--- config.mk ---
export PLATFORM = sky130hd
export DESIGN_NAME = issue_stage
export DESIGN_NICKNAME = d
export VERILOG_FILES = /design/src/logic/lsx_pkg.sv /design/src/logic/issue_stage.sv
export SDC_FILE = /design/constraint.sdc
export NUM_CORES = 1
export LEC_CHECK = 0
export BUFFER_PORTS_ARGS = -buffer_cell sky130_fd_sc_hd__buf_2
export CORE_AREA = 3 3 177 179
export DETAILED_ROUTE_END_ITERATION = 16
export DIE_AREA = 0 0 180 182
export PLACE_DENSITY = 0.57
export SKIP_LAST_GASP = 1
export SYNTH_ARGS = -nofsm -noshare
export SYNTH_HDL_FRONTEND = slang
export SYNTH_SLANG_ARGS = --single-unit
--- constraint.sdc ---
create_clock -name clk -period 0.8 [get_ports clk]
set_clock_uncertainty 0.1 [all_clocks]
set_input_delay 0.16 -clock clk [delete_from_list [all_inputs] [get_ports clk]]
set_output_delay 0.16 -clock clk [all_outputs]
set_load 0.01 [all_outputs]
--- src/logic/lsx_pkg.sv ---
package lsx_pkg;

  typedef logic [31:0] word_t;
  typedef logic [4:0]  reg_addr_t;
  typedef logic [7:0]  aluop_t;
  typedef logic [2:0]  alusel_t;

  // data ram geometry
  localparam int DMEM_WORDS = 64;
  typedef logic [5:0] dmem_addr_t;

  // logic group
  localparam aluop_t OP_OR    = 8'h25;
  localparam aluop_t OP_AND   = 8'h24;
  localparam aluop_t OP_XOR   = 8'h26;
  localparam aluop_t OP_NOR   = 8'h27;

  // shift group
  localparam aluop_t OP_SLL   = 8'h7c;
  localparam aluop_t OP_SRL   = 8'h02;
  localparam aluop_t OP_SRA   = 8'h03;

  // arithmetic group
  localparam aluop_t OP_ADD   = 8'h20;
  localparam aluop_t OP_SUB   = 8'h22;
  localparam aluop_t OP_MUL   = 8'h18;
  localparam aluop_t OP_MULH  = 8'h19;
  localparam aluop_t OP_MULHU = 8'h1a;
  localparam aluop_t OP_DIVU  = 8'h1b;
  localparam aluop_t OP_MODU  = 8'h1c;
  localparam aluop_t OP_SLT   = 8'h2a;
  localparam aluop_t OP_SLTU  = 8'h2b;

  // move group
  localparam aluop_t OP_LUI   = 8'h5c;
  localparam aluop_t OP_PCADD = 8'h5d;

  // memory and control flow
  localparam aluop_t OP_LD_W  = 8'he3;
  localparam aluop_t OP_ST_W  = 8'heb;
  localparam aluop_t OP_JUMP  = 8'h50;

  // result group selects
  localparam alusel_t RES_NOP   = 3'b000;
  localparam alusel_t RES_LOGIC = 3'b001;
  localparam alusel_t RES_SHIFT = 3'b010;
  localparam alusel_t RES_MOVE  = 3'b011;
  localparam alusel_t RES_ARITH = 3'b100;
  localparam alusel_t RES_JUMP  = 3'b101;
  localparam alusel_t RES_LOAD  = 3'b110;

endpackage

--- src/logic/issue_stage.sv ---
module issue_stage (
  input  logic               clk,
  input  logic               rst_n_i,

  input  logic               inst_valid_i,
  input  lsx_pkg::word_t     inst_pc_i,
  input  lsx_pkg::word_t     inst_i,
  input  lsx_pkg::aluop_t    aluop_i,
  input  lsx_pkg::alusel_t   alusel_i,
  input  lsx_pkg::reg_addr_t rs1_addr_i,
  input  lsx_pkg::reg_addr_t rs2_addr_i,
  input  lsx_pkg::reg_addr_t rd_addr_i,
  input  logic               wreg_i,
  input  logic               use_imm_i,
  input  lsx_pkg::word_t     imm_i,

  output lsx_pkg::reg_addr_t rf_raddr1_o,
  output lsx_pkg::reg_addr_t rf_raddr2_o,
  input  lsx_pkg::word_t     rf_rdata1_i,
  input  lsx_pkg::word_t     rf_rdata2_i,

  input  logic               ex_wreg_i,
  input  lsx_pkg::reg_addr_t ex_wd_i,
  input  lsx_pkg::word_t     ex_wdata_i,
  input  logic               m_wreg_i,
  input  lsx_pkg::reg_addr_t m_wd_i,
  input  lsx_pkg::word_t     m_wdata_i,
  input  logic               m_is_load_i,
  input  logic               wb_wreg_i,
  input  lsx_pkg::reg_addr_t wb_wd_i,
  input  lsx_pkg::word_t     wb_wdata_i,

  output logic               ex_valid_o,
  output lsx_pkg::word_t     ex_pc_o,
  output lsx_pkg::word_t     ex_inst_o,
  output lsx_pkg::aluop_t    ex_aluop_o,
  output lsx_pkg::alusel_t   ex_alusel_o,
  output lsx_pkg::reg_addr_t ex_wd_o,
  output logic               ex_wreg_o,
  output lsx_pkg::word_t     ex_reg1_o,
  output lsx_pkg::word_t     ex_reg2_o
);

  lsx_pkg::word_t src1;
  lsx_pkg::word_t src2;
  logic           is_store;
  logic           rs2_used;

  // youngest producer wins
  function automatic lsx_pkg::word_t bypass(input lsx_pkg::reg_addr_t addr,
                                            input lsx_pkg::word_t     rf_val);
    if (addr == '0)
      return '0;
    else if (ex_wreg_i && (ex_wd_i == addr))
      return ex_wdata_i;
    else if (m_wreg_i && (m_wd_i == addr))
      return m_wdata_i;
    else if (wb_wreg_i && (wb_wd_i == addr))
      return wb_wdata_i;
    else
      return rf_val;
  endfunction

  assign rf_raddr1_o = rs1_addr_i;
  assign rf_raddr2_o = rs2_addr_i;

  always_comb
  begin
    src1 = bypass(rs1_addr_i, rf_rdata1_i);
    src2 = bypass(rs2_addr_i, rf_rdata2_i);
  end

  // stores keep rs2 as data
  assign is_store = (aluop_i == lsx_pkg::OP_ST_W);
  assign rs2_used = !use_imm_i || is_store;

  always_ff @(posedge clk or negedge rst_n_i)
  begin
    if (!rst_n_i)
    begin
      ex_valid_o  <= 1'b0;
      ex_wreg_o   <= 1'b0;
      ex_wd_o     <= '0;
      ex_aluop_o  <= '0;
      ex_alusel_o <= lsx_pkg::RES_NOP;
    end
    else
    begin
      ex_valid_o  <= inst_valid_i;
      ex_wreg_o   <= inst_valid_i && wreg_i;
      ex_wd_o     <= rd_addr_i;
      ex_aluop_o  <= aluop_i;
      ex_alusel_o <= alusel_i;
    end
  end

  always_ff @(posedge clk)
  begin
    ex_pc_o   <= inst_pc_i;
    ex_inst_o <= inst_i;
    ex_reg1_o <= src1;
    ex_reg2_o <= rs2_used ? src2 : imm_i;
  end

  // load data only exists from the memory stage on, so the ex bypass would be stale
  a_no_load_use: assert property (@(posedge clk) disable iff (!rst_n_i)
    (ex_valid_o && m_is_load_i && m_wreg_i && (m_wd_i != '0)) |->
      (($past(rs1_addr_i) != m_wd_i) &&
       (!$past(rs2_used) || ($past(rs2_addr_i) != m_wd_i))));

endmodule

---- Yosys cells after proc, flatten, opt, wreduce, memory -nomap -nowiden ----
Index checks and enable logic that the tools add are counted.
word-level totals
  register bits after elaboration ......... 146
  input port bits ......................... 306
  output and inout bits ................... 156
  word-level logic and storage cells ...... 35
operators by class
  eq/ne operators ......................... 7
  mux-type cells .......................... 8
  reduce and logical (&&, ||, !) cells .... 11
operators with widths
  kind                  number
  $mux W32              8
  $eq A5 B5 Y1          6
  $logic_not A5 Y1      2
  $eq A8 B8 Y1 const B  1
  $logic_and A1 B1 Y1   7
  $logic_not A1 Y1      1
  $logic_or A1 B1 Y1    1

---- Longest topological paths before layout ----
  depth after elaboration ................. 7
  mapped depth ............................ 7
  mapped depth without buffers ............ 5

---- Least setup slack after synthesis ----
Ideal clock, no wire load.
  path kind ............................... input to register
  start ................................... input wb_wd_i[2]
  end ..................................... register ex_reg2_o[1]
  library setup time ...................... 0.137 ns
  data arrival time ....................... 1.320 ns
  data required time ...................... 0.563 ns
  slack ................................... -0.757 ns
  stages .................................. 7
  path buffers ............................ 2
  cells stage by stage .................... xnor2_1 -> nand4_1 -> or2_1 -> buf_2 -> buf_6 -> a211oi_2 -> o31ai_2
between the ends
  word-level cells in the longest chain between the ends .. 7
ends and longest elaborated chain
  what                  RTL line            source
  start, declared       issue_stage.sv:30   input lsx_pkg::reg_addr_t wb_wd_i,
  $eq A5 B5 Y1          issue_stage.sv:58   else if (wb_wreg_i && (wb_wd_i == addr))
  $logic_and A1 B1 Y1   issue_stage.sv:58
  $mux W32              issue_stage.sv:58
  $mux W32              issue_stage.sv:56   else if (m_wreg_i && (m_wd_i == addr))
  $mux W32              issue_stage.sv:54   else if (ex_wreg_i && (ex_wd_i == addr))
  $mux W32              issue_stage.sv:52   if (addr == '0)
  $mux W32              issue_stage.sv:102  ex_reg2_o <= rs2_used ? src2 : imm_i;
  end signal, assigned  issue_stage.sv:102
  end, declared         issue_stage.sv:41   output lsx_pkg::word_t ex_reg2_o
Every way passes these cells.
A chain may end at the register's enable or synchronous reset.

---- Final worst setup path ----
  start ................................... input rs2_addr_i[3]
  end ..................................... register ex_reg2_o[17]
between the ends
  word-level cells in the longest chain between the ends .. 7
  elaborated cells between the ends (all ways) .. 12
  those cells by class .................... eq/ne (3); mux (5); reduce/logical (4)
ends and longest elaborated chain
  what                 RTL line            source
  start, declared      issue_stage.sv:11   input lsx_pkg::reg_addr_t rs2_addr_i,
  $eq A5 B5 Y1         issue_stage.sv:58
  $logic_and A1 B1 Y1  issue_stage.sv:58
  $mux W32             issue_stage.sv:58
  $mux W32             issue_stage.sv:56
  $mux W32             issue_stage.sv:54
  $mux W32 (*)         issue_stage.sv:52
  $mux W32 (*)         issue_stage.sv:102
Mark *: on every way between the ends. The rest lies on a longest branch, timed or not.

==> reports/metrics.yaml <==
status: "complete, but fails checks"
violations: "hold timing, setup timing"
detail-route-antenna-nets: 0
port_buffers: 460
arrival_ns: 1.64
core_area_um2: 29700
rsz0062_at_grt: "true"
first_pass_iters: 5
h-tree-depth: 4
timing.hold.ws_ns: -0.181
dp_slack_ns: -1.16
fin_crit_ns: 1.40
power_frac_clock_pct: 37.2
crit_start: "rs2_addr_i[3]"
grt_use_total_pct: 21.3
drive_gt1_share_pct: 63.3
setup_violations: 212
grt_max_degree: 39
placed_area_um2: 9820
critPathMaxFanout: 5
num_rows: 63
fmax_mhz: 715
p_sw_mw: 6.28
syn_area_um2: 6470
nNetsFinal: 1624
yosysWarnings: 0
gp_congestion: 0.824
report.power.total_mw: 21.5
drc: 0
viasPerCell: 4.70
cts_hold_buffers: 127
leakage_nw: 6.10
crit_type: "primary input to flip-flop"
hp-class: "primary input to flip-flop"
power_density_nw_per_um2: 1570
clk_pin_slew_ns: 0.08
hold_viol_final: 40
die_x_um: 180
synthCells: 660
cts_buffers: 17
cts_tree: "yes"
grt_pass1_vias: 8533
io_pins: 462
end_kind: "flip-flop"
crit_path_start_kind: "primary input"
switching_share_pct: 29.2
via_count: 8112
drv_cap: 0
overflow: 0
cts_sinks: 146
tightest_slew_ns: 0.437
p_int_mw: 15.2
clk_path_buf_depth: 2
fill_cells: 2725
initial_core_util_pct: 21.8
ys_types: 30
holdCritStartpoint: "imm_i[5]"
ys_seq_area_share_pct: 46.5
ys_ff_latch: 146
drv_slew: 0
grt_antenna_before_repair: 8
cts_root_buf: "clkbuf_16"
wl_um: 38300
comb_power_share_pct: 25.1
p_seq_share_pct: 37.8
setup_ws_ns: -0.599
dpl.hpwl_um: 25400
design_area_um2: 13700
avgRoutedWirePerCell_um: 22.2
drt-initial-drc-count: 456
crit_required_ns: 1.04
grt_pass1_wl_um: 52800
ir_worst_vdd_mv: 1.32
die_area_um2: 32800
chipHeight_um: 182
syn_nets: 966
syn2layout_area_growth_pct: 112
syn_avg_cell_area_um2: 9.81
min_period_over_period_pct: 175
maxSlewHeadroom_pct: 70.8
[cell families after synthesis]
family,Yosys count,share of synthesized area (%)
compound gates,163,26.8
flops,146,46.5
xor+xnor,30,4.06
simple gates,220,14.8
buf+inv,101,7.83
[flip-flops by register name, summed over array words and instances, names as in the netlist]
signal	cells
ex_reg2_o	32
ex_wd_o	5
ex_alusel_o	3
ex_inst_o	32
ex_pc_o	32
ex_wreg_o	1
ex_valid_o	1
ex_reg1_o	32
ex_aluop_o	8
[per-stage QoR]
step / instances / setup TNS [ns] / utilization, % / hold slack, ns
after floorplan: 660 / -42.25 / - / -0.236
after global placement: 1518 / -65.56 / 33.0 / -0.00440
after detailed placement: 1518 / -67.27 / 33.0 / -0.00277
after CTS: 1703 / -86.00 / 43.2 / -0.201
after global routing: 1725 / -90.35 / 46.2 / -0.189
final: 1726 / -83.01 / 46.2 / -0.181
[cell usage after synthesis]
library cell	n	area share (%)
nor2_1	132	7.7
dfxtp_1	128	40
nand3_1	66	5.1
a211oi_2	60	12
clkbuf_1	35	2.0
a32oi_1	32	4.3
inv_1	32	1.9
o32ai_1	32	4.3
o31ai_2	24	4.6
xnor2_1	22	3.0
dfrtp_1	18	7.0
buf_2	12	0.93
buf_4	12	1.4
buf_6	9	1.6
o31ai_1	8	0.93
xor2_1	8	1.1
nand2_1	6	0.35
nand4_1	5	0.48
a211oi_1	4	0.46
or2_1	3	0.29
nand4b_1	2	0.27
nor3_1	2	0.15
a21oi_4	1	0.25
and2_1	1	0.097
and3_1	1	0.097
buf_1	1	0.058
nor4_1	1	0.097
nor4_2	1	0.19
o21a_1	1	0.12
o21ai_2	1	0.14
[placed cells by master (no fill, tap or decap), types with 3 or more instances in the layout]
cell type	instances
a32oi_1	30
dfrtp_1	18
o31ai_2	26
o32ai_1	5
a211oi_4	15
xnor2_1	9
xnor2_2	11
buf_2	363
nand2_1	5
o31ai_1	6
nand4_1	5
xor2_1	4
buf_12	31
dlygate4sd3_1	127
a211oi_2	47
clkbuf_16	24
inv_8	4
nor2_2	6
nor2_1	124
inv_1	32
inv_6	4
diode_2	5
buf_6	114
buf_8	5
o32ai_4	8
nand3_1	64
clkinvlp_4	3
buf_4	58
or2_4	3
o32ai_2	19
buf_16	4
dfxtp_1	54
dfxtp_2	72
[critical path, stage by stage]
cell and delay [ns]:
buf_8 0.11, xor2_4 0.18, nor4_4 0.33, and3_4 0.28, buf_6 0.12, buf_12 0.13, a211oi_4 0.04, o31ai_2 0.28
[final timing paths]
kind,cells past startpoint,to
worst min-delay path,3,ex_reg2_o[5]$_DFF_P_
worst max-delay path,8,ex_reg2_o[17]$_DFF_P_
max in group asynchronous,3,ex_alusel_o[0]$_DFF_PN0_
min in group asynchronous,3,ex_aluop_o[7]$_DFF_PN0_
[final cells by class]
cell class	instances	area [um^2]	share of cell area (%)
Antenna cell	5	12.5	0.0911
Clock buffer	19	464	3.38
Clock inverter	13	113	0.820
Inverter	32	120	0.874
Multi-Input combinational cell	413	3670	26.7
Sequential cell	146	3110	22.6
Tap cell	390	488	3.55
Timing Repair Buffer	708	5760	41.9
[power groups by stage]
stage	clock (mW)	sequential, mW	combinational [mW]
floorplan	0	8.40	1.32
global placement	0	8.13	3.85
detailed placement	0	8.14	3.86
CTS	8.15	8.05	4.91
global route	8.46	8.16	5.72
finish	8.00	8.12	5.39
[metal layers]
layer | part of all wire, % | track usage, % | vias to the layer above
li1 | - | - | 3699
met1 | 37 | 24.2 | 3884
met2 | 52 | 38.5 | 453
met3 | 8.0 | 6.31 | 74
met4 | 2.6 | 6.65 | 2
met5 | 0.034 | 0 | -
[timing repair]
action                                  4_1_cts  5_1_grt
endpoints found under the setup margin      214      212
hold endpoints to repair                    164       40
cloned                                        7        8
pin swaps                                    32       30
setup buffers                                23       15
gates resized for setup                     174      158
Note: power is estimated with default switching activity, not from simulation.
